**config.mk**
```make
export PLATFORM = sky130hd
export DESIGN_NAME = l2_bus_tx
export DESIGN_NICKNAME = d
export VERILOG_FILES = /design/src/design/l2_tx_cfg_pkg.sv /design/src/design/l2_bus_pkg.sv /design/src/design/l2_bus_tx.sv /design/src/design/l2_bus_driver.sv /design/src/design/l2_snoop_buffer.sv /design/src/design/l2_req_buffer.sv
export SDC_FILE = /design/constraint.sdc
export NUM_CORES = 1
export LEC_CHECK = 0
export ABC_CLOCK_PERIOD_IN_PS = 13000
export BUFFER_PORTS_ARGS = -buffer_cell sky130_fd_sc_hd__buf_2
export CORE_ASPECT_RATIO = 1.25
export CORE_MARGIN = 2
export CORE_UTILIZATION = 45
export DETAILED_ROUTE_END_ITERATION = 8
export HOLD_SLACK_MARGIN = 0.05
export PLACE_DENSITY_LB_ADDON = 0.05
export SLEW_MARGIN = 20
export SYNTH_ARGS = -nofsm -noshare
export SYNTH_HDL_FRONTEND = slang
export SYNTH_SLANG_ARGS = --single-unit
```
**constraint.sdc**
```tcl
create_clock -name clk -period 13 [get_ports clk]
set_clock_uncertainty 0.2 [all_clocks]
set_input_delay 1.95 -clock clk [delete_from_list [all_inputs] [get_ports clk]]
set_output_delay 1.95 -clock clk [all_outputs]
set_load 0.02 [all_outputs]
```
**src/design/l2_tx_cfg_pkg.sv**
```systemverilog
// transmitter build configuration
package l2_tx_cfg_pkg;

  // agent id of this l2 on the coherence bus
  localparam logic [1:0] BUS_ID = 2'd1;

  // beats in one cache line
  localparam int LINE_BEATS = 8;

  // last cycle of an 8-cycle bus slot
  localparam int SLOT_LAST = 7;

  // position inside the current slot
  typedef logic [2:0] slot_cnt_t;

endpackage

```
**src/design/l2_bus_pkg.sv**
```systemverilog
// coherence bus protocol types
package l2_bus_pkg;

  // bus command field
  typedef logic [2:0] bus_cmd_t;

  // read for a shared copy
  localparam bus_cmd_t CMD_BUSRD   = 3'd1;
  // read with intent to modify
  localparam bus_cmd_t CMD_BUSRDX  = 3'd2;
  // shared to modified, no data
  localparam bus_cmd_t CMD_BUSUPGR = 3'd3;
  // dirty line write-back, 8 beats follow
  localparam bus_cmd_t CMD_FLUSH   = 3'd4;

  // cache-line address, byte address bits 31..6
  typedef logic [25:0] line_addr_t;

  // one data beat on the bus
  typedef logic [63:0] bus_data_t;

  // agent id in the top two bits, sequence number below
  typedef logic [4:0] bus_tag_t;

  // per-agent request sequence number
  typedef logic [2:0] seq_tag_t;

  // position of a beat inside a line
  typedef logic [2:0] beat_idx_t;

  // one-entry buffer states
  typedef enum logic [1:0] {
    buf_idle,
    buf_fill,
    buf_ready,
    buf_sending
  } buf_state_t;

endpackage
```
**src/design/l2_bus_tx.sv**
```systemverilog
// l2 coherence bus transmitter
module l2_bus_tx import l2_bus_pkg::*, l2_tx_cfg_pkg::*; (
  input  logic       clk,
  input  logic       rst,

  input  logic       req_valid,
  input  bus_cmd_t   req_cmd,
  input  line_addr_t req_addr,
  input  bus_data_t  req_data,
  output logic       req_ready,

  input  logic       snoop_valid,
  input  bus_tag_t   snoop_tag,
  input  line_addr_t snoop_addr,
  input  bus_data_t  snoop_data,
  output logic       snoop_ready,

  input  logic       inv_valid,
  input  line_addr_t inv_addr,
  output logic       flush_hit,

  output logic       done_valid,
  output seq_tag_t   done_tag,

  output logic       bus_req,
  output bus_cmd_t   bus_cmd,
  output bus_tag_t   bus_tag,
  output line_addr_t bus_addr,
  output bus_data_t  bus_data,
  input  logic       bus_grant,
  input  logic       bus_nack
);

  logic       req_pending;
  bus_cmd_t   req_held_cmd;
  line_addr_t req_held_addr;
  bus_data_t  req_held_beat;
  logic       req_launch;
  logic       req_finish;
  logic       req_nack_ret;

  logic       snoop_pending;
  bus_tag_t   snoop_held_tag;
  line_addr_t snoop_held_addr;
  bus_data_t  snoop_held_beat;
  logic       snoop_launch;
  logic       snoop_finish;

  // read index is the slot position
  slot_cnt_t  rd_beat;

  l2_req_buffer u_req (
    .clk       (clk),
    .rst       (rst),
    .req_valid (req_valid),
    .req_cmd   (req_cmd),
    .req_addr  (req_addr),
    .req_data  (req_data),
    .req_ready (req_ready),
    .inv_valid (inv_valid),
    .inv_addr  (inv_addr),
    .flush_hit (flush_hit),
    .launch    (req_launch),
    .finish    (req_finish),
    .nack_ret  (req_nack_ret),
    .rd_beat   (rd_beat),
    .pending   (req_pending),
    .cmd       (req_held_cmd),
    .addr      (req_held_addr),
    .beat      (req_held_beat)
  );

  l2_snoop_buffer u_snoop (
    .clk         (clk),
    .rst         (rst),
    .snoop_valid (snoop_valid),
    .snoop_tag   (snoop_tag),
    .snoop_addr  (snoop_addr),
    .snoop_data  (snoop_data),
    .snoop_ready (snoop_ready),
    .launch      (snoop_launch),
    .finish      (snoop_finish),
    .rd_beat     (rd_beat),
    .pending     (snoop_pending),
    .tag         (snoop_held_tag),
    .addr        (snoop_held_addr),
    .beat        (snoop_held_beat)
  );

  l2_bus_driver u_drv (
    .clk           (clk),
    .rst           (rst),
    .req_pending   (req_pending),
    .req_cmd       (req_held_cmd),
    .req_addr      (req_held_addr),
    .req_beat      (req_held_beat),
    .snoop_pending (snoop_pending),
    .snoop_tag     (snoop_held_tag),
    .snoop_addr    (snoop_held_addr),
    .snoop_beat    (snoop_held_beat),
    .bus_req       (bus_req),
    .bus_cmd       (bus_cmd),
    .bus_tag       (bus_tag),
    .bus_addr      (bus_addr),
    .bus_data      (bus_data),
    .bus_grant     (bus_grant),
    .bus_nack      (bus_nack),
    .req_launch    (req_launch),
    .req_finish    (req_finish),
    .req_nack_ret  (req_nack_ret),
    .snoop_launch  (snoop_launch),
    .snoop_finish  (snoop_finish),
    .rd_beat       (rd_beat),
    .done_valid    (done_valid),
    .done_tag      (done_tag)
  );

endmodule

```
**src/design/l2_bus_driver.sv**
```systemverilog
// coherence bus slot driver
module l2_bus_driver import l2_bus_pkg::*, l2_tx_cfg_pkg::*; (
  input  logic       clk,
  input  logic       rst,

  input  logic       req_pending,
  input  bus_cmd_t   req_cmd,
  input  line_addr_t req_addr,
  input  bus_data_t  req_beat,

  input  logic       snoop_pending,
  input  bus_tag_t   snoop_tag,
  input  line_addr_t snoop_addr,
  input  bus_data_t  snoop_beat,

  output logic       bus_req,
  output bus_cmd_t   bus_cmd,
  output bus_tag_t   bus_tag,
  output line_addr_t bus_addr,
  output bus_data_t  bus_data,
  input  logic       bus_grant,
  input  logic       bus_nack,

  output logic       req_launch,
  output logic       req_finish,
  output logic       req_nack_ret,
  output logic       snoop_launch,
  output logic       snoop_finish,
  output beat_idx_t  rd_beat,

  output logic       done_valid,
  output seq_tag_t   done_tag
);

  slot_cnt_t slot_cnt;
  seq_tag_t  seq_q;
  logic      req_active;
  logic      snoop_active;
  logic      slot_end;
  logic      take;

  assign slot_end = (slot_cnt == slot_cnt_t'(SLOT_LAST));

  always_ff @(posedge clk) begin
    if (rst)
      slot_cnt <= '0;
    else if (slot_end)
      slot_cnt <= '0;
    else
      slot_cnt <= slot_cnt + 1'b1;
  end

  // grant is only looked at on the slot boundary
  assign bus_req      = req_pending || snoop_pending;
  assign take         = slot_end && bus_grant && bus_req;
  assign snoop_launch = take && snoop_pending;
  assign req_launch   = take && !snoop_pending && req_pending;

  // who owns the slot now running
  always_ff @(posedge clk) begin
    if (rst) begin
      req_active   <= 1'b0;
      snoop_active <= 1'b0;
    end else if (slot_end) begin
      req_active   <= req_launch;
      snoop_active <= snoop_launch;
    end
  end

  // nack sampled at the last cycle, snoops are never nacked
  assign snoop_finish = snoop_active && slot_end;
  assign req_finish   = req_active && slot_end && !bus_nack;
  assign req_nack_ret = req_active && slot_end && bus_nack;

  always_ff @(posedge clk) begin
    if (rst)
      seq_q <= '0;
    else if (req_finish)
      seq_q <= seq_q + 1'b1;
  end

  assign done_valid = req_finish;
  assign done_tag   = seq_q;

  // beat k goes out at slot cycle k
  assign rd_beat = beat_idx_t'(slot_cnt % LINE_BEATS);

  always_comb begin
    if (snoop_active) begin
      bus_cmd  = CMD_FLUSH;
      bus_tag  = snoop_tag;
      bus_addr = snoop_addr;
      bus_data = snoop_beat;
    end else if (req_active) begin
      bus_cmd  = req_cmd;
      bus_tag  = {BUS_ID, seq_q};
      bus_addr = req_addr;
      bus_data = req_beat;
    end else begin
      bus_cmd  = '0;
      bus_tag  = '0;
      bus_addr = '0;
      bus_data = '0;
    end
  end

endmodule

```
**src/design/l2_snoop_buffer.sv**
```systemverilog
// snoop response buffer
module l2_snoop_buffer import l2_bus_pkg::*; (
  input  logic       clk,
  input  logic       rst,

  input  logic       snoop_valid,
  input  bus_tag_t   snoop_tag,
  input  line_addr_t snoop_addr,
  input  bus_data_t  snoop_data,
  output logic       snoop_ready,

  input  logic       launch,
  input  logic       finish,
  input  beat_idx_t  rd_beat,

  output logic       pending,
  output bus_tag_t   tag,
  output line_addr_t addr,
  output bus_data_t  beat
);

  buf_state_t state;
  beat_idx_t  fill_idx;
  bus_tag_t   tag_q;
  line_addr_t addr_q;
  bus_data_t  line_q [2**$bits(beat_idx_t)];

  logic accept;
  logic wr_beat;

  assign snoop_ready = (state == buf_idle) || finish;
  assign accept      = snoop_valid && snoop_ready;
  // every snoop response carries a full line
  assign wr_beat     = accept || ((state == buf_fill) && snoop_valid);

  always_ff @(posedge clk) begin
    if (rst) begin
      state    <= buf_idle;
      fill_idx <= '0;
    end else if (accept) begin
      state    <= buf_fill;
      fill_idx <= beat_idx_t'(1);
    end else begin
      case (state)
        buf_fill: begin
          if (snoop_valid) begin
            fill_idx <= fill_idx + 1'b1;
            if (fill_idx == '1)
              state <= buf_ready;
          end
        end
        buf_ready: begin
          if (launch)
            state <= buf_sending;
        end
        buf_sending: begin
          if (finish)
            state <= buf_idle;
        end
        default: ;
      endcase
    end
  end

  // requester's tag routes the flush back to it
  always_ff @(posedge clk) begin
    if (accept) begin
      tag_q  <= snoop_tag;
      addr_q <= snoop_addr;
    end
  end

  always_ff @(posedge clk) begin
    if (wr_beat)
      line_q[(state == buf_fill) ? fill_idx : beat_idx_t'(0)] <= snoop_data;
  end

  assign pending = (state == buf_ready);
  assign tag     = tag_q;
  assign addr    = addr_q;
  assign beat    = line_q[rd_beat];

endmodule

```
**src/design/l2_req_buffer.sv**
```systemverilog
// outgoing request buffer
module l2_req_buffer import l2_bus_pkg::*; (
  input  logic       clk,
  input  logic       rst,

  input  logic       req_valid,
  input  bus_cmd_t   req_cmd,
  input  line_addr_t req_addr,
  input  bus_data_t  req_data,
  output logic       req_ready,

  input  logic       inv_valid,
  input  line_addr_t inv_addr,
  output logic       flush_hit,

  input  logic       launch,
  input  logic       finish,
  input  logic       nack_ret,
  input  beat_idx_t  rd_beat,

  output logic       pending,
  output bus_cmd_t   cmd,
  output line_addr_t addr,
  output bus_data_t  beat
);

  buf_state_t state;
  beat_idx_t  fill_idx;
  bus_cmd_t   cmd_q;
  line_addr_t addr_q;
  bus_data_t  line_q [2**$bits(beat_idx_t)];

  logic accept;
  logic wr_beat;
  logic inv_hit;
  logic upgr_hit;

  // slot end frees the entry in the same cycle
  assign req_ready = (state == buf_idle) || finish;
  assign accept    = req_valid && req_ready;

  // beat 0 comes with the accept, the rest during fill
  assign wr_beat = (accept && (req_cmd == CMD_FLUSH)) ||
                   ((state == buf_fill) && req_valid);

  assign inv_hit   = inv_valid && (state != buf_idle) && (inv_addr == addr_q);
  assign flush_hit = inv_hit && (cmd_q == CMD_FLUSH);
  // an upgrade already on the bus is left alone
  assign upgr_hit  = inv_hit && (cmd_q == CMD_BUSUPGR) && (state != buf_sending);

  always_ff @(posedge clk) begin
    if (rst) begin
      state    <= buf_idle;
      fill_idx <= '0;
    end else if (accept) begin
      state    <= (req_cmd == CMD_FLUSH) ? buf_fill : buf_ready;
      fill_idx <= beat_idx_t'(1);
    end else begin
      case (state)
        buf_fill: begin
          if (req_valid) begin
            fill_idx <= fill_idx + 1'b1;
            if (fill_idx == '1)
              state <= buf_ready;
          end
        end
        buf_ready: begin
          if (launch)
            state <= buf_sending;
        end
        buf_sending: begin
          if (finish)
            state <= buf_idle;
          else if (nack_ret)
            state <= buf_ready;
        end
        default: ;
      endcase
    end
  end

  always_ff @(posedge clk) begin
    if (accept) begin
      cmd_q  <= req_cmd;
      addr_q <= req_addr;
    end else if (upgr_hit) begin
      // line was invalidated under us, need the data again
      cmd_q <= CMD_BUSRDX;
    end
  end

  always_ff @(posedge clk) begin
    if (wr_beat)
      line_q[(state == buf_fill) ? fill_idx : beat_idx_t'(0)] <= req_data;
  end

  assign pending = (state == buf_ready);
  assign cmd     = cmd_q;
  assign addr    = addr_q;
  assign beat    = line_q[rd_beat];

endmodule

```
==> flow_summary.yaml, run 1 <==
sta:
  rsz0062_at_grt: "no"
  maxSlewViolCount: 0
  final-setup-viol-count: 0
  fmaxAchievable_ghz: 0.142
  whs_ns: 0.309
  slew-limit-headroom: 0.288
  finalCriticalPeriod_ns: 7.06
  final.setup.tns_ns: 0
  worst_slew_pin_slew_ns: 1.07
  min_period_over_period: 0.543
  worst_slack_ns: 5.94
  hold_viol: 0
drt:
  routedWlPerCell_um: 28.9
  ant_nets: 0
  drtPass1Iterations: 5
  drc: 0
  postRouteWirelength_um: 104000
  vias: 20400
  drt-initial-drc-count: 1577
  vias_per_cell: 5.67
power:
  total_power_mw: 7.48
  ir_drop_mv: 0.111
  power-per-cell-area_nw_per_um2: 153
  p_leak_nw: 15.8
yosys:
  synth_cell_type_count: 43
  synth_edf_count: 1084
  syn_area_per_cell_sq_um: 22.3
  yosys.area.top_type: "edfxtp_1"
  synth-main-ff-cell: "edfxtp_1"
  postSynthCellCount: 1901
  syn_nets: 2129
  ys_seq_area_frac: 0.778
  synth-seq-cells: 1102
  yosys_warnings: 0
  synth_area_leaders: "edfxtp_1 (77%), mux4_2 (14%), mux2_2 (1.7%), mux2i_1 (1.6%), dfxtp_1 (0.85%)"
  synth_top_area_frac: 0.769
  async_reset_ff_frac: 0
  synth_area_sq_um: 42300
global_routing:
  grt_antenna_before_repair: 39
  grt_overflow: 0
  gr-usage-all-layers: 0.215
  grt_first_pass_wirelength_um: 150000
  grt_pass1_vias: 21300
  grt_max_degree: 130
layout:
  multi_input_area_sq_um: 9070
  fin_nets: 2507
  syn_to_final_growth_pct: 15.8
  drive_above_1_share: 0.362
  area.sequential_sq_um: 32900
  final_util: 0.526
  n_fill_cell: 7364
  fin_cells: 3595
  final_area_sq_um: 49000
setup_path:
  cp-end-kind: "primary output"
  crit_arrival_ns: 4.91
  start_kind: "register"
  critPathMaxFanout: 47
  worstPathRequired_ns: 10.85
  setup.worst_path.class: "register to primary output"
place:
  dpl.cell_count: 3375
  post-dp-hpwl_um: 59400
  placed_cell_area_sq_um: 45500
  gp_congestion: 0.823
  port_buffers: 326
  place_ws_ns: 6.43
die:
  start_util: 0.455
  rows: 125
  die_height_um: 347
  fp.dieW_um: 278
  die-area_sq_um: 96500
  coreArea_sq_um: 93100
  io_pins: 327
run:
  drv_cap: 0
clocking:
  clkSinkCount: 1102
  cts_setup_buffers: 0
  cts_resized: 0
  cts_buffer_depth: 3
  clk_latency_ns: 0.67
  cts_made_buffers: 108
  cts_tree: "built"
  holdBufCountCts: 0
  path_clk_slew_ns: 0.06
  htreeDepth: 3
  clock-root-buffer: "clkbuf_16"
worst_hold_path:
  hp-class: "register to register"
run_status:
  status: "complete, no violations"
==> Yosys cell counts (2+ instances only) <==
cell,n
a21oi_1,11
a22o_1,28
and2_1,5
and3_1,2
buf_1,13
buf_2,30
clkbuf_1,55
dfxtp_1,18
edfxtp_1,1084
ha_1,7
inv_1,4
mux2_2,64
mux2i_1,68
mux4_2,256
nand2_1,81
nand2b_1,8
nand4_1,7
nor2_1,13
nor2b_1,2
nor3_1,16
nor3b_1,3
nor4_1,5
nor4b_1,2
o21ai_0,7
o21ai_1,65
o31ai_1,2
xnor2_1,13
xor2_1,17
==> flip-flops by register name (all words and copies together) (netlist names) <==
register / count
u_req.cmd: 3
u_req.addr: 26
u_drv.done_tag: 3
u_drv.req_active: 1
u_req.state: 2
u_snoop.fill_idx: 3
u_req.fill_idx: 3
u_drv.slot_cnt: 3
u_req.line_q: 512
u_snoop.addr: 26
u_snoop.line_q: 512
u_drv.snoop_active: 1
u_snoop.tag: 5
u_snoop.state: 2
==> layer usage <==
| layer | global-route usage | routed length (um) | part of all wire | up-vias |
|---|---|---|---|---|
| li1 | - | - | - | 8744 |
| met1 | 0.299 | 44600 | 0.43 | 10900 |
| met2 | 0.346 | 50600 | 0.49 | 560 |
| met3 | 0.0426 | 6240 | 0.060 | 158 |
| met4 | 0.0673 | 2230 | 0.021 | 26 |
| met5 | 0 | 137 | 0.0013 | - |
==> path summary, 6_finish.rpt <==
path                startpoint             endpoint  slack (ns)  depth (start not counted)
max          u_drv.slot_cnt[0]         bus_data[51]        5.94                          6
min          u_drv.done_tag[1]    u_drv.done_tag[1]        0.31                          2
max reg2reg  u_drv.slot_cnt[0]  u_req.line_q[0][18]        7.18                         11
min reg2reg  u_drv.done_tag[1]    u_drv.done_tag[1]        0.31                          2
==> area by class of cell <==
class,count,share of cell area
Sequential cell,1102,0.672
Multi-Input combinational cell,695,0.185
Clock buffer,137,0.0591
Timing Repair Buffer,367,0.0401
Tap cell,1206,0.0308
Clock inverter,67,0.0115
Antenna cell,16,0.000817
Inverter,5,0.000383
==> power breakdown <==
part | total [mW] | switching [mW] | internal, mW | leakage [nW]
Clock | 3.06 | 1.31 | 1.75 | 1.68
Sequential | 3.99 | 0.0366 | 3.95 | 9.98
Combinational | 0.433 | 0.225 | 0.207 | 4.16
==> logic make-up after synthesis <==
family | after synthesis | share of synthesized area
compound gates | 118 | 0.0169
buf+inv | 104 | 0.0102
simple gates | 152 | 0.0172
flops | 1102 | 0.778
fa+ha+maj | 7 | 0.00207
mux | 388 | 0.169
xor+xnor | 30 | 0.00621
==> layout by cell type (no fill, tap or decap), drive strengths merged, types with 28 or more instances in the layout <==
master     n
edfxtp  1084
buf      367
mux4     256
clkbuf   137
nand2     81
o21ai     72
mux2i     68
mux2      64
clkinv    51
a22o      28
==> critical path, stage by stage (launching register included) <==
cell	delay (ns)
dfxtp_4	1.00
buf_4	0.82
buf_4	0.80
mux4_2	0.59
mux2i_1	0.52
o21ai_1	0.21
buf_2	0.24
Power figures use the tool's default switching activity.
==> run 2: changes to the inputs <==
ABC_CLOCK_PERIOD_IN_PS = 6300   (was 13000)
clock period = 6.3 ns   (was 13 ns; I/O delays follow)
==> run 2 against run 1 <==
Worst setup slack got worse by 4.6 ns; largest power group unchanged; highest routed layer unchanged; register-to-register slack got worse by 5.3 ns; largest cell class unchanged; global-route usage about the same; first-iteration DRC count increased by 3.2%; via count increased by 0.63%; count of clock-buffer cells in the layout decreased by 8; combinational power increased by 110%.
==> flow_summary.yaml, run 2 (same netlist as run 1, synthesis figures left out) <==
die:
  die-area_sq_um: 96500
  start_util: 0.455
  fp.dieW_um: 278
  rows: 125
  die_height_um: 347
  io_pins: 327
  coreArea_sq_um: 93100
place:
  post-dp-hpwl_um: 59000
  gp_congestion: 0.818
  port_buffers: 326
sta:
  fmaxAchievable_ghz: 0.202
  final.setup.tns_ns: 0
  slew-limit-headroom: 0.234
  worst_slew_pin_slew_ns: 1.15
  hold_viol: 0
  min_period_over_period: 0.784
  finalCriticalPeriod_ns: 4.94
  rsz0062_at_grt: "no"
  final-setup-viol-count: 0
  whs_ns: 0.247
  maxSlewViolCount: 0
clocking:
  path_clk_slew_ns: 0.06
  holdBufCountCts: 0
  cts_buffer_depth: 3
  cts_setup_buffers: 0
  htreeDepth: 3
  cts_made_buffers: 108
  clkSinkCount: 1102
  clock-root-buffer: "clkbuf_16"
  cts_resized: 0
  clk_latency_ns: 0.67
  cts_tree: "built"
layout:
  final_cell_mix: "edfxtp_1 (1084), buf_2 (326), mux4_2 (256)"
  drive_above_1_share: 0.369
  final_common_cell: "edfxtp_1"
  final_util: 0.529
  n_fill_cell: 7303
  reg_top3: "u_req.line_q x512, u_snoop.line_q x512"
  fin_nets: 2506
  syn_to_final_growth_pct: 16.4
drt:
  routedWlPerCell_um: 28.9
  drt-initial-drc-count: 1627
  vias_per_cell: 5.71
  ant_nets: 0
  postRouteWirelength_um: 104000
  drc: 0
  drtPass1Iterations: 6
  vias: 20500
global_routing:
  grt_first_pass_wirelength_um: 150000
  met2_usage: 0.356
  grt_overflow: 0
  use_met3: 0.0472
  met1_usage: 0.291
  grt_pass1_vias: 21500
  grt_max_degree: 147
  gr-usage-all-layers: 0.216
  busiest_layer: "met2"
  grt_antenna_before_repair: 38
setup_path:
  setup.worst_path.class: "register to primary output"
  critPathMaxFanout: 146
  crit_start: "u_drv.slot_cnt[1]"
  crit_arrival_ns: 3.79
  worstPathRequired_ns: 5.15
  start_kind: "register"
  r2r_cells: 9
  cp-end-kind: "primary output"
  r2r_start: "u_drv.slot_cnt[1]"
power:
  clkPwrFrac: 0.415
  p_seq_frac: 0.526
  p_leak_nw: 15.9
  power-per-cell-area_nw_per_um2: 317
  comb_power_share: 0.059
  p_sw_mw: 3.27
  ir_drop_mv: 0.293
  p_int_mw: 12.3
  p_sw_frac: 0.209
  total_power_mw: 15.6
worst_hold_path:
  holdPathStages: 1
  hold_start: "snoop_addr[4]"
  hp-class: "primary input to register"
run_status:
  status: "complete, no violations"
run:
  drv_cap: 0
==> run 2: power groups by stage <==
stage	combinational [mW]	clock, mW	sequential (mW)
global placement	0.918	0	8.36
CTS	0.934	6.64	8.21
finish	0.918	6.48	8.21
floorplan	0.600	0	8.33
detailed placement	0.932	0	8.37
global route	0.992	6.91	8.22
==> run 2: worst paths after layout <==
path / slack (ns) / end
max reg2reg: 1.89 / u_req.line_q[0][18]
min: 0.25 / u_snoop.addr[4]
max: 1.36 / bus_data[43]
min reg2reg: 0.33 / u_drv.done_tag[1]
==> run 2: through the flow <==
stage	area, sq um	std cells	setup WS, ns
floorplan	42300	1901	-0.317
global placement	45600	3374	2.01
detailed placement	45600	3374	1.87
CTS	49200	3577	1.30
global route	49200	3584	1.11
finish	49200	3589	1.36
==> run 2: cell type report <==
| type | instances | area [sq um] | share of cell area |
|---|---|---|---|
| flip-flops and latches | 1102 | 32900 | 0.669 |
| multi-input cells | 695 | 9110 | 0.185 |
| clock buffers | 129 | 2860 | 0.0580 |
| repair buffers | 366 | 2070 | 0.0420 |
| well taps | 1206 | 1510 | 0.0306 |
| clock inverters | 74 | 722 | 0.0147 |
| diodes | 12 | 30.0 | 0.000610 |
| inverters | 5 | 18.8 | 0.000381 |
==> run 2: critical path, stage by stage (launching register included) <==
cell,delay (ns)
dfxtp_4,0.92
buf_12,0.62
mux4_2,0.43
mux2i_1,0.45
o21ai_1,0.22
buf_2,0.23
==> run 2: layer usage <==
metal,part of all wire,up-vias,wire (um)
li1,-,8724,-
met1,0.41,11000,43000
met2,0.49,585,51300
met3,0.064,192,6650
met4,0.025,30,2580
met5,0.0018,-,189
==> run 3: changes to the inputs <==
ABC_AREA = 1   (was not set)
ABC_CLOCK_PERIOD_IN_PS = 5100   (was 6300)
clock period = 5.1 ns   (was 6.3 ns; I/O delays follow)
==> run 3 against run 2 <==
Die area rose by 3.3%; final cell count rose by 41%; combinational power rose by 76%; clock power rose by 32%; sequential share of layout area fell by 2.3 points; count of clock-buffer cells in the layout rose by 9; final area rose by 3.6%; highest routed layer unchanged.
==> flow_summary.yaml, run 3 <==
run_status:
  status: "complete, no violations"
drt:
  drt-initial-drc-count: 2444
  vias_per_cell: 5.53
  postRouteWirelength_um: 122000
  vias: 27900
  drc: 0
  drtPass1Iterations: 5
  ant_nets: 0
  routedWlPerCell_um: 24.2
yosys:
  syn_area_per_cell_sq_um: 13.2
  synth_cell_type_count: 34
  async_reset_ff_frac: 0
  post-synth-top-count-cell: "edfxtp_1"
  synth_top_area_frac: 0.745
  synth-seq-cells: 1102
  syn_nets: 3544
  yosys_warnings: 0
  synth_area_leaders: "edfxtp_1 (74%), nor2_1 (6.9%), o211ai_1 (4.4%), o21ai_0 (4.1%), o21ai_1 (3.2%)"
  postSynthCellCount: 3316
  ys_seq_area_frac: 0.753
  synth_edf_count: 1084
  yosys.area.top_type: "edfxtp_1"
  synth-main-ff-cell: "edfxtp_1"
  synth_commonest_cells: "edfxtp_1 (1084), nor2_1 (805), o21ai_0 (356)"
  synth_area_sq_um: 43700
sta:
  final-setup-viol-count: 0
  worst_slack_ns: 0.911
  min_period_over_period: 0.821
  slew-limit-headroom: 0.190
  rsz0062_at_grt: "no"
  whs_ns: 0.132
  final.setup.tns_ns: 0
  worst_slew_pin_slew_ns: 1.21
  finalCriticalPeriod_ns: 4.19
  fmaxAchievable_ghz: 0.239
  hold_viol: 0
  maxSlewViolCount: 0
power:
  total_power_mw: 20.5
  clkPwrFrac: 0.417
  p_leak_nw: 17.3
  comb_power_share: 0.079
  power-per-cell-area_nw_per_um2: 402
  ir_drop_mv: 0.336
  p_seq_frac: 0.503
  p_sw_frac: 0.229
  p_int_mw: 15.8
  p_sw_mw: 4.69
place:
  port_buffers: 326
  dpl.cell_count: 4765
  gp_congestion: 0.786
  post-dp-hpwl_um: 67900
  place_ws_ns: 1.62
clocking:
  htreeDepth: 3
  clkSinkCount: 1102
  cts_made_buffers: 112
  cts_resized: 0
  cts_tree: "built"
  cts_buffer_depth: 3
  clk_latency_ns: 0.69
  cts_setup_buffers: 0
  path_clk_slew_ns: 0.07
  clock-root-buffer: "clkbuf_16"
die:
  die_height_um: 352
  die-area_sq_um: 99700
  start_util: 0.455
  coreArea_sq_um: 96100
  rows: 127
  io_pins: 327
  fp.dieW_um: 283
layout:
  final_common_cell: "edfxtp_1"
  fin_cells: 5045
  final_cell_mix: "edfxtp_1 (1084), nor2_1 (801), o21ai_0 (356)"
  drive_above_1_share: 0.154
  syn_to_final_growth_pct: 16.7
  reg_top3: "u_req.line_q x512, u_snoop.line_q x512"
  fin_nets: 3874
setup_path:
  start_kind: "register"
  setup.worst_path.class: "register to primary output"
  crit_arrival_ns: 3.22
  cp-end-kind: "primary output"
  worstPathRequired_ns: 4.14
  critPathMaxFanout: 243
run:
  drv_cap: 0
worst_hold_path:
  hp-class: "primary input to register"
global_routing:
  grt_pass1_vias: 27400
  grt_overflow: 0
  gr-usage-all-layers: 0.243
  grt_first_pass_wirelength_um: 178000
  grt_max_degree: 244
  grt_antenna_before_repair: 42
==> run 3: stage by stage <==
| step | util | area, sq um |
|---|---|---|
| 6_report | 0.531 | 51000 |
| 5_1_grt | 0.530 | 51000 |
| 4_1_cts | 0.530 | 51000 |
| 3_5_place_dp | 0.484 | 46600 |
| 3_3_place_gp | 0.484 | 46600 |
| 2_1_floorplan | - | 43700 |
==> run 3: final cells by class <==
class	count	area, sq um
tap	1290	1610
timing repair buffer	434	2790
multi-input combinational	1950	9610
inverter	46	191
sequential	1102	32900
clock inverter	74	863
clock buffer	138	2990
antenna	11	27.5
fill	8117	45100
==> run 3: logic make-up after synthesis <==
group / share of synthesized area
AOI/OAI and AO/OA: 0.124
xor gates and xnor gates: 0.00481
adders and majority gates: 0.00200
buffers and inverters: 0.0297
DFF: 0.753
and+or+nand+nor: 0.0863
==> run 3: path summary, 6_finish.rpt <==
kind	startpoint	endpoint	slack, ns	cells past startpoint
hold reg to reg	u_snoop.fill_idx[1]	u_snoop.fill_idx[1]	0.30	2
setup / recovery	u_drv.slot_cnt[1]	bus_data[50]	0.91	6
hold / removal	bus_grant	u_drv.snoop_active	0.13	3
setup reg to reg	u_drv.slot_cnt[0]	u_req.line_q[6][15]	1.66	11
==> run 3: power groups by stage <==
| stage | registers [mW] | logic [mW] | clock network [mW] |
|---|---|---|---|
| floorplan | 10.5 | 1.03 | 0 |
| global placement | 10.5 | 1.57 | 0 |
| detailed placement | 10.5 | 1.60 | 0 |
| CTS | 10.3 | 1.64 | 8.71 |
| global route | 10.3 | 1.82 | 9.04 |
| finish | 10.3 | 1.62 | 8.55 |
==> run 3: metal layers <==
layer / routed length (um) / global-route usage / share of wire / vias to the layer above
li1: - / - / - / 12900
met1: 51500 / 0.328 / 0.42 / 13900
met2: 58700 / 0.395 / 0.48 / 844
met3: 9260 / 0.0586 / 0.076 / 216
met4: 2350 / 0.0614 / 0.019 / 36
met5: 240 / 0 / 0.0020 / -
==> run 3: repair_timing <==
action                                 in CTS  in global routing
setup endpoints to repair                   0                  0
endpoints found under the hold margin      57                  0
hold buffers                               57                  0
==> run 3: critical path, cell delays in order, from the launching register on <==
cell and delay [ns]:
dfxtp_4 0.49, buf_12 0.63, o21ai_0 0.29, o211ai_1 0.24, o211ai_1 0.18, nand2_1 0.17
buf_2 0.17
